===== src/csr_pkg.sv =====
package csr_pkg;

  typedef logic [13:0] csr_addr_t;
  typedef logic [31:0] csr_data_t;
  typedef logic [1:0]  rdcnt_t;
  typedef logic [5:0]  ecode_t;
  typedef logic [8:0]  esubcode_t;
  typedef logic [7:0]  hw_int_t;
  typedef logic [3:0]  csr_sel_t;

  // counter read codes
  localparam rdcnt_t RDCNT_NONE  = 2'd0;
  localparam rdcnt_t RDCNT_ID    = 2'd1;
  localparam rdcnt_t RDCNT_VLOW  = 2'd2;
  localparam rdcnt_t RDCNT_VHIGH = 2'd3;

  // register groups
  localparam csr_sel_t SEL_NONE   = 4'd0;
  localparam csr_sel_t SEL_CRMD   = 4'd1;
  localparam csr_sel_t SEL_PRMD   = 4'd2;
  localparam csr_sel_t SEL_ESTAT  = 4'd3;
  localparam csr_sel_t SEL_ERA    = 4'd4;
  localparam csr_sel_t SEL_EENTRY = 4'd5;
  localparam csr_sel_t SEL_TID    = 4'd6;
  localparam csr_sel_t SEL_TCFG   = 4'd7;
  localparam csr_sel_t SEL_TVAL   = 4'd8;
  localparam csr_sel_t SEL_TICLR  = 4'd9;

  localparam csr_addr_t CSR_CRMD   = 14'h0;
  localparam csr_addr_t CSR_PRMD   = 14'h1;
  localparam csr_addr_t CSR_ESTAT  = 14'h5;
  localparam csr_addr_t CSR_ERA    = 14'h6;
  localparam csr_addr_t CSR_EENTRY = 14'hc;
  localparam csr_addr_t CSR_TID    = 14'h40;
  localparam csr_addr_t CSR_TCFG   = 14'h41;
  localparam csr_addr_t CSR_TVAL   = 14'h42;
  localparam csr_addr_t CSR_TICLR  = 14'h44;

  // field positions
  localparam int CRMD_PLV_LSB     = 0;
  localparam int CRMD_PLV_W       = 2;
  localparam int CRMD_IE          = 2;
  localparam int CRMD_DA          = 3;
  localparam int CRMD_PG          = 4;
  localparam int CRMD_DATF_LSB    = 5;
  localparam int CRMD_DATF_W      = 2;
  localparam int CRMD_DATM_LSB    = 7;
  localparam int CRMD_DATM_W      = 2;
  localparam int PRMD_PPLV_LSB    = 0;
  localparam int PRMD_PIE         = 2;
  localparam int ESTAT_IS_SW_LSB  = 0;
  localparam int ESTAT_IS_SW_W    = 2;
  localparam int ESTAT_IS_HW_LSB  = 2;
  localparam int ESTAT_TI         = 11;
  localparam int ESTAT_ECODE_LSB  = 16;
  localparam int ESTAT_ESUB_LSB   = 22;
  localparam int EENTRY_VA_LSB    = 6;
  localparam int TCFG_EN          = 0;
  localparam int TCFG_PERIODIC    = 1;
  localparam int TCFG_INITVAL_LSB = 2;
  localparam int TICLR_CLR        = 0;

  // shared by the write decode and the read port
  function automatic csr_sel_t addr_to_sel(csr_addr_t addr);
    case (addr)
      CSR_CRMD:   return SEL_CRMD;
      CSR_PRMD:   return SEL_PRMD;
      CSR_ESTAT:  return SEL_ESTAT;
      CSR_ERA:    return SEL_ERA;
      CSR_EENTRY: return SEL_EENTRY;
      CSR_TID:    return SEL_TID;
      CSR_TCFG:   return SEL_TCFG;
      CSR_TVAL:   return SEL_TVAL;
      CSR_TICLR:  return SEL_TICLR;
      default:    return SEL_NONE;
    endcase
  endfunction

endpackage


===== src/csr_counter.sv =====
`timescale 1ns/1ps

module csr_counter import csr_pkg::*; #(
  parameter csr_data_t CORE_ID = 32'h0
) (
  input  logic      clk,
  input  logic      rst_n,
  input  logic      wr_i,
  input  csr_sel_t  wr_sel_i,
  input  csr_data_t wr_data_i,
  output csr_data_t tid_o,
  output csr_data_t count_lo_o,
  output csr_data_t count_hi_o
);

  logic [63:0] count_q;
  csr_data_t   tid_q;

  // stable counter, free running
  always_ff @(posedge clk) begin
    if (!rst_n) begin
      count_q <= '0;
    end else begin
      count_q <= count_q + 64'd1;
    end
  end

  always_ff @(posedge clk) begin
    if (!rst_n) begin
      tid_q <= CORE_ID;
    end else if (wr_i && (wr_sel_i == SEL_TID)) begin
      tid_q <= wr_data_i;
    end
  end

  assign tid_o      = tid_q;
  assign count_lo_o = count_q[31:0];
  assign count_hi_o = count_q[63:32];

endmodule


===== src/csr_ctrl.sv =====
`timescale 1ns/1ps

module csr_ctrl import csr_pkg::*; (
  input  logic      clk,
  input  logic      rst_n,
  input  logic      valid_i,
  input  logic      commit_i,
  input  logic      stall_i,
  input  logic      we_i,
  input  logic      excp_i,
  input  logic      ertn_i,
  input  csr_addr_t w_addr_i,
  input  csr_data_t w_mask_i,
  input  csr_data_t w_data_i,
  input  csr_data_t old_data_i,
  output logic      wr_o,
  output logic      excp_o,
  output logic      ertn_o,
  output csr_sel_t  wr_sel_o,
  output csr_data_t wr_data_o,
  output csr_sel_t  lookup_sel_o
);

  logic     live_q;
  logic     commit;
  csr_sel_t w_sel;

  // commits are accepted from the first cycle after reset release
  always_ff @(posedge clk) begin
    if (!rst_n) begin
      live_q <= 1'b0;
    end else begin
      live_q <= 1'b1;
    end
  end

  assign commit = live_q && valid_i && commit_i && !stall_i;

  assign w_sel        = addr_to_sel(w_addr_i);
  assign wr_sel_o     = w_sel;
  assign lookup_sel_o = w_sel;

  assign wr_o   = commit && we_i;
  assign excp_o = commit && excp_i;
  // exception wins over a return in the same commit
  assign ertn_o = commit && ertn_i && !excp_i;

  // masked bits take new data, others keep the current value
  assign wr_data_o = (old_data_i & ~w_mask_i) | (w_data_i & w_mask_i);

endmodule


===== src/csr_excp_regs.sv =====
`timescale 1ns/1ps

module csr_excp_regs import csr_pkg::*; (
  input  logic      clk,
  input  logic      rst_n,
  input  logic      wr_i,
  input  logic      excp_i,
  input  logic      ertn_i,
  input  csr_sel_t  wr_sel_i,
  input  csr_data_t wr_data_i,
  input  ecode_t    ecode_i,
  input  esubcode_t esubcode_i,
  input  csr_data_t pc_i,
  input  hw_int_t   hw_int_i,
  input  logic      timer_int_i,
  output csr_data_t crmd_o,
  output csr_data_t prmd_o,
  output csr_data_t estat_o,
  output csr_data_t era_o,
  output csr_data_t eentry_o
);

  logic [CRMD_PLV_W-1:0]    plv_q;
  logic                     ie_q;
  logic                     da_q;
  logic                     pg_q;
  logic [CRMD_DATF_W-1:0]   datf_q;
  logic [CRMD_DATM_W-1:0]   datm_q;
  logic [CRMD_PLV_W-1:0]    pplv_q;
  logic                     pie_q;
  logic [ESTAT_IS_SW_W-1:0] is_sw_q;
  hw_int_t                  is_hw_q;
  ecode_t                   ecode_q;
  esubcode_t                esubcode_q;
  csr_data_t                era_q;
  logic [31:EENTRY_VA_LSB]  eentry_va_q;

  logic crmd_we;
  logic prmd_we;
  logic estat_we;
  logic era_we;
  logic eentry_we;

  assign crmd_we   = wr_i && (wr_sel_i == SEL_CRMD);
  assign prmd_we   = wr_i && (wr_sel_i == SEL_PRMD);
  assign estat_we  = wr_i && (wr_sel_i == SEL_ESTAT);
  assign era_we    = wr_i && (wr_sel_i == SEL_ERA);
  assign eentry_we = wr_i && (wr_sel_i == SEL_EENTRY);

  // crmd, direct address mode out of reset
  always_ff @(posedge clk) begin
    if (!rst_n) begin
      plv_q  <= '0;
      ie_q   <= 1'b0;
      da_q   <= 1'b1;
      pg_q   <= 1'b0;
      datf_q <= '0;
      datm_q <= '0;
    end else if (excp_i) begin
      plv_q <= '0;
      ie_q  <= 1'b0;
    end else if (ertn_i) begin
      plv_q <= pplv_q;
      ie_q  <= pie_q;
    end else if (crmd_we) begin
      plv_q  <= wr_data_i[CRMD_PLV_LSB +: CRMD_PLV_W];
      ie_q   <= wr_data_i[CRMD_IE];
      da_q   <= wr_data_i[CRMD_DA];
      pg_q   <= wr_data_i[CRMD_PG];
      datf_q <= wr_data_i[CRMD_DATF_LSB +: CRMD_DATF_W];
      datm_q <= wr_data_i[CRMD_DATM_LSB +: CRMD_DATM_W];
    end
  end

  // prmd, estat, era, eentry
  always_ff @(posedge clk) begin
    if (!rst_n) begin
      pplv_q      <= '0;
      pie_q       <= 1'b0;
      is_sw_q     <= '0;
      is_hw_q     <= '0;
      ecode_q     <= '0;
      esubcode_q  <= '0;
      era_q       <= '0;
      eentry_va_q <= '0;
    end else begin
      is_hw_q <= hw_int_i;
      if (excp_i) begin
        pplv_q     <= plv_q;
        pie_q      <= ie_q;
        ecode_q    <= ecode_i;
        esubcode_q <= esubcode_i;
        era_q      <= pc_i;
      end else begin
        if (prmd_we) begin
          pplv_q <= wr_data_i[PRMD_PPLV_LSB +: CRMD_PLV_W];
          pie_q  <= wr_data_i[PRMD_PIE];
        end
        if (estat_we) begin
          is_sw_q <= wr_data_i[ESTAT_IS_SW_LSB +: ESTAT_IS_SW_W];
        end
        if (era_we) begin
          era_q <= wr_data_i;
        end
      end
      if (eentry_we) begin
        eentry_va_q <= wr_data_i[31:EENTRY_VA_LSB];
      end
    end
  end

  // unused fields read as zero
  always_comb begin
    crmd_o = '0;
    crmd_o[CRMD_PLV_LSB +: CRMD_PLV_W]   = plv_q;
    crmd_o[CRMD_IE]                      = ie_q;
    crmd_o[CRMD_DA]                      = da_q;
    crmd_o[CRMD_PG]                      = pg_q;
    crmd_o[CRMD_DATF_LSB +: CRMD_DATF_W] = datf_q;
    crmd_o[CRMD_DATM_LSB +: CRMD_DATM_W] = datm_q;

    prmd_o = '0;
    prmd_o[PRMD_PPLV_LSB +: CRMD_PLV_W] = pplv_q;
    prmd_o[PRMD_PIE]                    = pie_q;

    estat_o = '0;
    estat_o[ESTAT_IS_SW_LSB +: ESTAT_IS_SW_W]     = is_sw_q;
    estat_o[ESTAT_IS_HW_LSB +: $bits(hw_int_t)]   = is_hw_q;
    estat_o[ESTAT_TI]                             = timer_int_i;
    estat_o[ESTAT_ECODE_LSB +: $bits(ecode_t)]    = ecode_q;
    estat_o[ESTAT_ESUB_LSB +: $bits(esubcode_t)]  = esubcode_q;

    eentry_o = '0;
    eentry_o[31:EENTRY_VA_LSB] = eentry_va_q;
  end

  assign era_o = era_q;

endmodule


===== src/csr_read_mux.sv =====
`timescale 1ns/1ps

module csr_read_mux import csr_pkg::*; (
  input  logic      clk,
  input  logic      rst_n,
  input  logic      stall_i,
  input  csr_addr_t r_addr_i,
  input  rdcnt_t    rdcnt_i,
  input  csr_sel_t  lookup_sel_i,
  input  csr_data_t crmd_i,
  input  csr_data_t prmd_i,
  input  csr_data_t estat_i,
  input  csr_data_t era_i,
  input  csr_data_t eentry_i,
  input  csr_data_t tid_i,
  input  csr_data_t tcfg_i,
  input  csr_data_t tval_i,
  input  csr_data_t count_lo_i,
  input  csr_data_t count_hi_i,
  output csr_data_t r_data_o,
  output csr_data_t old_data_o
);

  csr_data_t sel_val [0:15];
  csr_sel_t  rd_sel;
  csr_data_t rd_next;

  // group values, ticlr and unknown groups stay zero
  always_comb begin
    sel_val = '{default: '0};
    sel_val[SEL_CRMD]   = crmd_i;
    sel_val[SEL_PRMD]   = prmd_i;
    sel_val[SEL_ESTAT]  = estat_i;
    sel_val[SEL_ERA]    = era_i;
    sel_val[SEL_EENTRY] = eentry_i;
    sel_val[SEL_TID]    = tid_i;
    sel_val[SEL_TCFG]   = tcfg_i;
    sel_val[SEL_TVAL]   = tval_i;
  end

  // current value of the write target, for the merge
  assign old_data_o = sel_val[lookup_sel_i];

  assign rd_sel = addr_to_sel(r_addr_i);

  // counter reads override the address
  always_comb begin
    case (rdcnt_i)
      RDCNT_NONE:  rd_next = sel_val[rd_sel];
      RDCNT_ID:    rd_next = tid_i;
      RDCNT_VLOW:  rd_next = count_lo_i;
      RDCNT_VHIGH: rd_next = count_hi_i;
      default:     rd_next = '0;
    endcase
  end

  always_ff @(posedge clk) begin
    if (!rst_n) begin
      r_data_o <= '0;
    end else if (!stall_i) begin
      r_data_o <= rd_next;
    end
  end

endmodule


===== src/csr_timer.sv =====
`timescale 1ns/1ps

module csr_timer import csr_pkg::*; (
  input  logic      clk,
  input  logic      rst_n,
  input  logic      wr_i,
  input  csr_sel_t  wr_sel_i,
  input  csr_data_t wr_data_i,
  output csr_data_t tcfg_o,
  output csr_data_t tval_o,
  output logic      timer_int_o
);

  logic                       tcfg_en_q;
  logic                       tcfg_periodic_q;
  logic [31:TCFG_INITVAL_LSB] initval_q;
  csr_data_t                  tval_q;
  csr_data_t                  reload_val;
  logic                       timer_en_q;
  logic                       timer_int_q;

  logic tcfg_we;
  logic ticlr_clr;
  logic counting;
  logic expire;

  assign tcfg_we    = wr_i && (wr_sel_i == SEL_TCFG);
  assign ticlr_clr  = wr_i && (wr_sel_i == SEL_TICLR) && wr_data_i[TICLR_CLR];
  assign counting   = timer_en_q && !tcfg_we;
  assign expire     = counting && (tval_q == '0);
  assign reload_val = {initval_q, {TCFG_INITVAL_LSB{1'b0}}};

  always_ff @(posedge clk) begin
    if (!rst_n) begin
      tcfg_en_q       <= 1'b0;
      tcfg_periodic_q <= 1'b0;
      initval_q       <= '0;
    end else if (tcfg_we) begin
      tcfg_en_q       <= wr_data_i[TCFG_EN];
      tcfg_periodic_q <= wr_data_i[TCFG_PERIODIC];
      initval_q       <= wr_data_i[31:TCFG_INITVAL_LSB];
    end
  end

  // one-shot timer drops its enable on expiry
  always_ff @(posedge clk) begin
    if (!rst_n) begin
      timer_en_q <= 1'b0;
    end else if (tcfg_we) begin
      timer_en_q <= wr_data_i[TCFG_EN];
    end else if (expire) begin
      timer_en_q <= tcfg_periodic_q;
    end
  end

  always_ff @(posedge clk) begin
    if (!rst_n) begin
      tval_q <= '0;
    end else if (tcfg_we && wr_data_i[TCFG_EN]) begin
      tval_q <= {wr_data_i[31:TCFG_INITVAL_LSB], {TCFG_INITVAL_LSB{1'b0}}};
    end else if (expire) begin
      tval_q <= tcfg_periodic_q ? reload_val : '1;
    end else if (counting) begin
      tval_q <= tval_q - 32'd1;
    end
  end

  // ticlr clear beats a new expiry
  always_ff @(posedge clk) begin
    if (!rst_n) begin
      timer_int_q <= 1'b0;
    end else if (ticlr_clr) begin
      timer_int_q <= 1'b0;
    end else if (expire) begin
      timer_int_q <= 1'b1;
    end
  end

  assign tcfg_o      = {initval_q, tcfg_periodic_q, tcfg_en_q};
  assign tval_o      = tval_q;
  assign timer_int_o = timer_int_q;

endmodule


===== src/csr_top.sv =====
`timescale 1ns/1ps

module csr_top import csr_pkg::*; #(
  parameter csr_data_t CORE_ID = 32'h0
) (
  input  logic       clk,
  input  logic       rst_n,
  input  logic       valid_i,
  input  logic       commit_i,
  input  logic       stall_i,
  input  csr_addr_t  r_addr_i,
  input  rdcnt_t     rdcnt_i,
  input  logic       we_i,
  input  csr_addr_t  w_addr_i,
  input  csr_data_t  w_mask_i,
  input  csr_data_t  w_data_i,
  input  logic       excp_i,
  input  ecode_t     ecode_i,
  input  esubcode_t  esubcode_i,
  input  csr_data_t  pc_i,
  input  logic       ertn_i,
  input  hw_int_t    hw_int_i,
  output csr_data_t  csr_r_data_o,
  output csr_data_t  era_o,
  output csr_data_t  eentry_o,
  output logic [1:0] crmd_plv_o,
  output logic       crmd_ie_o,
  output logic       timer_int_o
);

  logic      wr;
  logic      excp;
  logic      ertn;
  csr_sel_t  wr_sel;
  csr_sel_t  lookup_sel;
  csr_data_t wr_data;
  csr_data_t old_data;
  csr_data_t crmd;
  csr_data_t prmd;
  csr_data_t estat;
  csr_data_t tid;
  csr_data_t tcfg;
  csr_data_t tval;
  csr_data_t count_lo;
  csr_data_t count_hi;

  assign crmd_plv_o = crmd[CRMD_PLV_LSB +: CRMD_PLV_W];
  assign crmd_ie_o  = crmd[CRMD_IE];

  csr_ctrl u_ctrl (
    .clk          (clk),
    .rst_n        (rst_n),
    .valid_i      (valid_i),
    .commit_i     (commit_i),
    .stall_i      (stall_i),
    .we_i         (we_i),
    .excp_i       (excp_i),
    .ertn_i       (ertn_i),
    .w_addr_i     (w_addr_i),
    .w_mask_i     (w_mask_i),
    .w_data_i     (w_data_i),
    .old_data_i   (old_data),
    .wr_o         (wr),
    .excp_o       (excp),
    .ertn_o       (ertn),
    .wr_sel_o     (wr_sel),
    .wr_data_o    (wr_data),
    .lookup_sel_o (lookup_sel)
  );

  csr_excp_regs u_excp (
    .clk         (clk),
    .rst_n       (rst_n),
    .wr_i        (wr),
    .excp_i      (excp),
    .ertn_i      (ertn),
    .wr_sel_i    (wr_sel),
    .wr_data_i   (wr_data),
    .ecode_i     (ecode_i),
    .esubcode_i  (esubcode_i),
    .pc_i        (pc_i),
    .hw_int_i    (hw_int_i),
    .timer_int_i (timer_int_o),
    .crmd_o      (crmd),
    .prmd_o      (prmd),
    .estat_o     (estat),
    .era_o       (era_o),
    .eentry_o    (eentry_o)
  );

  csr_timer u_timer (
    .clk         (clk),
    .rst_n       (rst_n),
    .wr_i        (wr),
    .wr_sel_i    (wr_sel),
    .wr_data_i   (wr_data),
    .tcfg_o      (tcfg),
    .tval_o      (tval),
    .timer_int_o (timer_int_o)
  );

  csr_counter #(
    .CORE_ID (CORE_ID)
  ) u_counter (
    .clk        (clk),
    .rst_n      (rst_n),
    .wr_i       (wr),
    .wr_sel_i   (wr_sel),
    .wr_data_i  (wr_data),
    .tid_o      (tid),
    .count_lo_o (count_lo),
    .count_hi_o (count_hi)
  );

  csr_read_mux u_rd (
    .clk          (clk),
    .rst_n        (rst_n),
    .stall_i      (stall_i),
    .r_addr_i     (r_addr_i),
    .rdcnt_i      (rdcnt_i),
    .lookup_sel_i (lookup_sel),
    .crmd_i       (crmd),
    .prmd_i       (prmd),
    .estat_i      (estat),
    .era_i        (era_o),
    .eentry_i     (eentry_o),
    .tid_i        (tid),
    .tcfg_i       (tcfg),
    .tval_i       (tval),
    .count_lo_i   (count_lo),
    .count_hi_i   (count_hi),
    .r_data_o     (csr_r_data_o),
    .old_data_o   (old_data)
  );

endmodule


===== config.mk =====
export PLATFORM = sky130hd
export DESIGN_NAME = csr_top
export DESIGN_NICKNAME = d
export VERILOG_FILES = /design/src/csr_pkg.sv /design/src/csr_counter.sv /design/src/csr_ctrl.sv /design/src/csr_excp_regs.sv /design/src/csr_read_mux.sv /design/src/csr_timer.sv /design/src/csr_top.sv
export SDC_FILE = /design/constraint.sdc
export NUM_CORES = 1
export LEC_CHECK = 0
export BUFFER_PORTS_ARGS = -buffer_cell sky130_fd_sc_hd__buf_2
export CORE_UTILIZATION = 45
export DETAILED_ROUTE_END_ITERATION = 16
export PLACE_DENSITY = 0.75
export SKIP_CTS_REPAIR_TIMING = 1
export SKIP_LAST_GASP = 1
export SLEW_MARGIN = 10
export SYNTH_ARGS = -nofsm -noshare
export SYNTH_HDL_FRONTEND = slang
export SYNTH_SLANG_ARGS = --single-unit
export TNS_END_PERCENT = 50

===== constraint.sdc =====
create_clock -name clk -period 4 [get_ports clk]
set_clock_uncertainty 0.15 [all_clocks]
set_input_delay 0.6 -clock clk [delete_from_list [all_inputs] [get_ports clk]]
set_output_delay 0.6 -clock clk [all_outputs]
set_load 0.02 [all_outputs]

# [Yosys cells after proc, flatten, opt, wreduce, memory -nomap -nowiden]
# Index checks and enable logic that the tools add are counted.
[totals] latchBits=0 word_cells=128 ramBits=0 mem_count=0 romBits=0 inputBits=157 out_inout_bits=100 ff_bits=290
[op_classes] mul=0 mux=26 n_reduce_logical=37 eq_ne=27 n_bitwise=9 addsub=2 order_cmp=2 div_mod_pow=0 n_shift=0
[ops] op="32-bit 2-to-1 mux" count=10
[ops] op="32-bit binary-select mux with 4-bit select" count=2
[ops] op="32-bit case mux with 4 select lines" count=1
[ops] op="14-bit by 7-bit equality test with 1-bit output, second input constant" count=8
[ops] op="4-bit case mux with 9 select lines" count=2
[ops] op="64-bit by 1-bit adder with 64-bit output, second input constant" count=1
[ops] op="32-bit AND" count=2
[ops] op="14-bit by 3-bit equality test with 1-bit output, second input constant" count=4
[ops] op="32-bit zero test" count=1
[ops] op="32-bit inverter" count=1
[ops] op="32-bit OR" count=1
[ops] op="32-bit by 1-bit subtractor with 32-bit output, second input constant" count=1
[ops] op="14-bit by 1-bit equality test with 1-bit output, second input constant" count=2
[ops] op="14-bit by 4-bit equality test with 1-bit output, second input constant" count=2
[ops] op="14-bit zero test" count=2
[ops] op="1-bit logical AND" count=19
[ops] op="4-bit by 3-bit equality test with 1-bit output, second input constant" count=4
[ops] op="5-bit >= comparator, second input constant" count=2
[ops] op="4-bit inverter with 5-bit output" count=2
[ops] op="2-bit nonzero test" count=5
[ops] op="4-bit by 2-bit equality test with 1-bit output, second input constant" count=2
[ops] op="2-bit 2-to-1 mux" count=4
[ops] op="1-bit 2-to-1 mux" count=7
[ops] op="2-bit OR reduction" count=3
[ops] op="10 further kinds" count=15

# [Logic depth before layout (Yosys ltp)]
[depth] depth_word=10 mapped_depth=12 ltp_nobuf=10

# [Modules after synthesis]
# From an unflattened synthesis, not the netlist that was laid out.
[unflattened] cells_unflattened=2488 area_unflattened_um2=19072.0
[modules_own_cells] module="csr_read_mux" seq_area_each_um2=640.6 cells_per_inst=939 instances=1 area_per_inst_um2=6536.3
[modules_own_cells] module="csr_excp_regs" seq_area_each_um2=1901.8 cells_per_inst=520 instances=1 area_per_inst_um2=4359.2
[modules_own_cells] module="csr_counter" seq_area_each_um2=1921.8 cells_per_inst=493 instances=1 area_per_inst_um2=4031.4
[modules_own_cells] module="csr_timer" seq_area_each_um2=1321.3 cells_per_inst=475 instances=1 area_per_inst_um2=3560.9
[modules_own_cells] module="csr_ctrl" seq_area_each_um2=20.0 cells_per_inst=61 instances=1 area_per_inst_um2=584.3

# [Least setup slack after synthesis]
# No wires, ideal clock.
[synth_path] path_type="input-to-reg" start="input port w_addr_i[6]" end="register u_timer.tval_q[7] (netlist: u_timer.tval_o[7])" setup_time_ns=0.132 required_ns=3.718 n_path_buf=4 cell_stages=11 setup_slack_ns=0.835 arrival_ns=2.883 cell_sequence="buf_4 -> buf_2 -> nand4b_1 -> or3b_2 -> o31ai_1 -> a221oi_4 -> or3_1 -> buf_2 -> buf_2 -> o211ai_1 -> a21oi_1"
[synth_via] elab_chain_cells=10 elab_cells_between_ends=25 cone_classes="eq/ne (9); mux (6); bitwise (3); reduce/logical (7)"
[synth_lines] item="from (decl)" line_no="csr_top.sv:14" source="input csr_addr_t w_addr_i,"
[synth_lines] item="14-bit by 7-bit equality test with 1-bit output (tied with other cells)" line_no="csr_pkg.sv:65" source="case (addr)"
[synth_lines] item="4-bit case mux with 9 select lines (*)" line_no="csr_pkg.sv:65"
[synth_lines] item="4-bit inverter with 5-bit output (not written as such)" line_no="csr_read_mux.sv:42" source="assign old_data_o = sel_val[lookup_sel_i];"
[synth_lines] item="32-bit binary-select mux with 4-bit select" line_no="csr_read_mux.sv:42"
[synth_lines] item="32-bit 2-to-1 mux (not written as such) (2 in a row)" line_no="csr_read_mux.sv:42"
[synth_lines] item="32-bit AND" line_no="csr_ctrl.sv:49" source="assign wr_data_o = (old_data_i & ~w_mask_i) | (w_data_i & w_mask_i);"
[synth_lines] item="32-bit OR" line_no="csr_ctrl.sv:49"
[synth_lines] item="1-bit logical AND" line_no="csr_timer.sv:59" source="end else if (tcfg_we && wr_data_i[TCFG_EN]) begin"
[synth_lines] item="3-bit nonzero test (no line) / 32-bit 2-to-1 mux (equally long branches)"
[synth_lines] item="to (signal assigned)" line_no="csr_timer.sv:60" source="tval_q <= {wr_data_i[31:TCFG_INITVAL_LSB], {TCFG_INITVAL_LSB{1'b0}}};"
[synth_lines] item="to (signal assigned)" line_no="csr_timer.sv:62" source="tval_q <= tcfg_periodic_q ? reload_val : '1;"
[synth_lines] item="to (signal assigned)" line_no="csr_timer.sv:64" source="tval_q <= tval_q - 32'd1;"
[synth_lines] item="to (decl)" line_no="csr_timer.sv:17" source="csr_data_t tval_q;"
# Every way passes the cells marked *; elsewhere a longest branch is shown, timed or not. The select of a mux whose other input is x is not followed.
# A chain may end at the register's enable or synchronous reset.

# [Worst setup path in the final report]
[layout_path] start="register u_timer.tval_q[0] (netlist: u_timer.tval_o[0])" end="register u_timer.tval_q[6] (netlist: u_timer.tval_o[6])"
[layout_via] elab_chain_cells=7 elab_cells_between_ends=13 cone_classes="add/sub (1); mux (6); bitwise (2); reduce/logical (4)"
[layout_lines] item="branches (longest 7 deep; another with 32-bit by 1-bit subtractor with 32-bit output)"
# Several ways; the timed one is not identified. The select of a mux whose other input is x is not followed.

==> out/qor.txt <==
status: finished clean
Hold Path End: u_excp.is_hw_q[0]$_SDFF_PN0_
Worst Path Required: 4.24 ns
Setup WS post-layout: 0.629 ns
routed wire length: 66600 µm
largest net degree at the start of global routing: 92
initial antenna violation count: 0
peak supply drop: 0.276 mV
Area after DPL: 18500 µm²
Leakage: 7.42 nW
PortBufs: 250
io pins: 257
XOR/XNOR Fraction of Synth Area: 3.80%
die width: 194 µm
fillcell total: 3411
critical path data arrival time: 3.61 ns
RSZ-0062 raised after global routing: no
pre-CTS setup slack: 0.347 ns
vias in the first global route: 16600
Yosys reg bits: 290
Longest Clk Path Bufs: 3
number of H-tree levels: 2
Num Clock Sinks: 290
final hold violation count: 0
Die H: 194 µm
max-slew violations: 0
Initial Util: 45.6%
Post-DRT Antenna Nets: 0
Die Area: 37800 µm²
Max-Cap Viols: 0
Vias: 18200
M1 WL: 27600 µm
Syn Inst Count: 2153
mux cell area share after synthesis: 7.67%
fin area: 19700 µm²
Synth Cell Area: 16700 µm²
Hold Crit Start: hw_int_i[0]
routed wl met2: 27700 µm
Cell Rows: 70
Setup Crit Path Kind: reg -> reg
DRC: 0
reg2reg setup slack: 0.63 ns
DR iter-0 viols: 2781
Worst-Skew Late Latency: 0.53 ns
critical path peak fanout: 8
CP Launch Point: u_timer.tval_o[0]$_SDFFE_PP0P_
DR WL/cell: 23.4 µm
adder and majority cell fraction of the synthesized area: 0.150%
Compound-Gate Fraction of Synth Area: 23.2%
Setup-failing EPs final: 0
Tmin final: 3.37 ns
Seq/Total Area, Yosys: 34.8%
simple-gate area share of the yosys netlist: 25.2%
layout cells sized above 1: 19.7%
asr flop ratio synth: 0%
Layout area overhead: 18.1%
r2r startpoint: u_timer.tval_o[0]$_SDFFE_PP0P_
clock slew seen by the registers of the worst setup and hold paths: 0.06 ns
met3 wire len: 8850 µm
core area: 36500 µm²
Final Util: 53.9%
Final period util: 84.3%
cells on worst reg2reg path: 12
Top Layer Used: met4
global-route wire length before repair: 101000 µm
Synth warnings: 0
first-pass detailed-route iteration total: 9
Post-synth EDFFs: 0
hpwl dp: 48500 µm
highest clock rate: 297 MHz
CTS tree: yes
GP Congestion: 0.978
power per cell area: 349 nW/µm²
Worst Max-Slew Pin Slew: 0.837 ns
Vias/cell: 6.42
CTS root buf: clkbuf_16
Hold Path Stages: 2
CP startpoint kind: flop
GR Overflow Total: 0
Synth cell types: 85
Final #Nets: 2510
Slew HR: 44.2%
hold crit path type: in -> reg
Synth Flop Type: dfxtp_1
CP Capture Type: flop
RR Endpoint: u_timer.tval_o[6]$_SDFFE_PN0P_
CTS buffer count: 35
Avg Inst Size Synth: 7.74 µm²
GR Util All Layers: 34.1%
Final TNS setup: 0 ns
main combinational cell family by area after synthesis: simple AND/OR/NAND/NOR gates
## layout by cell type, fill, tap and decap left out, types with 10 or more instances in the layout
cell type / count
nor2b_1: 24
buf_4: 82
clkbuf_16: 36
a22oi_1: 15
o21ai_1: 18
and3_1: 16
a31oi_1: 25
o21ai_0: 125
o211ai_1: 10
nor3_1: 55
buf_2: 250
or3_1: 28
nand2_1: 389
nand3_1: 70
xnor2_1: 32
nor4_1: 15
mux4_2: 26
dfxtp_1: 290
xor2_1: 35
a211oi_1: 27
a221oi_1: 50
nand4_1: 24
a221o_1: 15
mux2i_1: 59
inv_1: 25
and2_1: 27
nor2_1: 148
a22o_1: 13
a21oi_1: 234
## power by group
group | leakage [nW] | switching (W) | internal, W
Combinational | 4.50 | 0.000384 | 0.000205
Clock | 0.579 | 0.00131 | 0.00202
Sequential | 2.34 | 0.0000326 | 0.00292
## per-stage QoR
stage | cells | power [W] | hold slack [ns]
floorplan | 2158 | 0.00333 | 0.278
global placement | 2782 | 0.00358 | 0.291
detailed placement | 2782 | 0.00359 | 0.300
CTS | 2843 | 0.00687 | 0.133
global route | 2843 | 0.00704 | 0.148
finish | 2844 | 0.00688 | 0.138
## worst max path at each step
stage	to	slack, ns	cells after the start
2_1_floorplan	u_timer.tval_o[7]$_SDFFE_PN0P_	0.83	11
3_3_place_gp	u_timer.tval_o[30]$_SDFFE_PN0P_	0.42	8
3_5_place_dp	u_timer.tval_o[6]$_SDFFE_PN0P_	0.35	9
4_1_cts	u_timer.tval_o[6]$_SDFFE_PN0P_	0.73	12
5_1_grt	u_timer.tval_o[6]$_SDFFE_PN0P_	0.54	12
6_report	u_timer.tval_o[6]$_SDFFE_PN0P_	0.63	12
## area by class of cell
type,instances,area (µm²),area share (%)
inverters,28,110,0.559
well taps,468,586,2.98
clock inverters,12,180,0.915
repair buffers,335,1930,9.79
multi-input cells,1661,10100,51.1
diodes,1,2.50,0.0127
flip-flops and latches,290,5810,29.5
clock buffers,49,1010,5.13
## critical path: stages, from the launching register on
cell and delay, ns:
dfxtp_1 0.42, inv_1 0.10, ha_1 0.21, or3b_1 0.43, nor4_2 0.29, nand3_1 0.38, nor3_2 0.26, buf_4 0.18
nand3_1 0.14, buf_4 0.22, nor2_1 0.12, nor3_1 0.06, a221o_1 0.29
## registers in the layout, summed over array words and instances, names as in the netlist, 6 cells and up
register / count
u_counter.count_q: 64
u_counter.tid_o: 32
u_excp.era_o: 32
u_rd.r_data_o: 32
u_timer.tval_o: 32
u_timer.initval_q: 30
u_excp.eentry_va_q: 26
u_excp.esubcode_q: 9
u_excp.is_hw_q: 8
u_excp.ecode_q: 6
## routing by layer
metal / track usage [%] / vias up
li1: - / 8171
met1: 48.6 / 8541
met2: 49.8 / 1358
met3: 7.69 / 176
met4: 12.5 / 0
met5: 0 / -
## cell families (layout without fill, tap and decap cells)
| logic type | after synthesis | count (layout) |
|---|---|---|
| flip-flops | 290 | 290 |
| buffers and inverters | 207 | 424 |
| AND/OR/NAND/NOR | 876 | 876 |
| adder cells (fa/ha/maj) | 2 | 2 |
| AO/OA/AOI/OAI | 614 | 614 |
| multiplexers | 94 | 94 |
| XOR/XNOR | 69 | 69 |
| other | 1 | 7 |
## synthesized netlist by cell type, types with 8 or more instances
master | count | share of area (%)
o211ai_1 | 10 | 0.45
and3_1 | 16 | 0.60
mux2i_1 | 59 | 3.5
and2_1 | 27 | 1.0
or3_1 | 28 | 1.1
a21oi_1 | 235 | 7.1
xnor2_1 | 32 | 1.7
clkbuf_1 | 127 | 2.9
nor2b_1 | 24 | 0.90
nor2_1 | 149 | 3.4
inv_1 | 25 | 0.56
nand4_1 | 24 | 0.90
o21ai_0 | 125 | 3.8
a22oi_1 | 15 | 0.68
a221o_1 | 15 | 0.90
nor4_1 | 16 | 0.60
a31oi_1 | 25 | 0.94
xor2_1 | 35 | 1.8
and4_1 | 9 | 0.47
nand3_1 | 70 | 2.1
mux2_2 | 9 | 0.61
a22o_1 | 13 | 0.68
nand2_1 | 390 | 8.8
buf_2 | 36 | 1.1
or4_1 | 9 | 0.41
buf_4 | 10 | 0.45
a211o_1 | 8 | 0.42
dfxtp_1 | 290 | 35
o21ai_1 | 19 | 0.57
a221oi_1 | 50 | 2.6
a211oi_1 | 27 | 1.2
nor3_1 | 58 | 1.7
mux4_2 | 26 | 3.5
(Power assumes the default switching activity.)
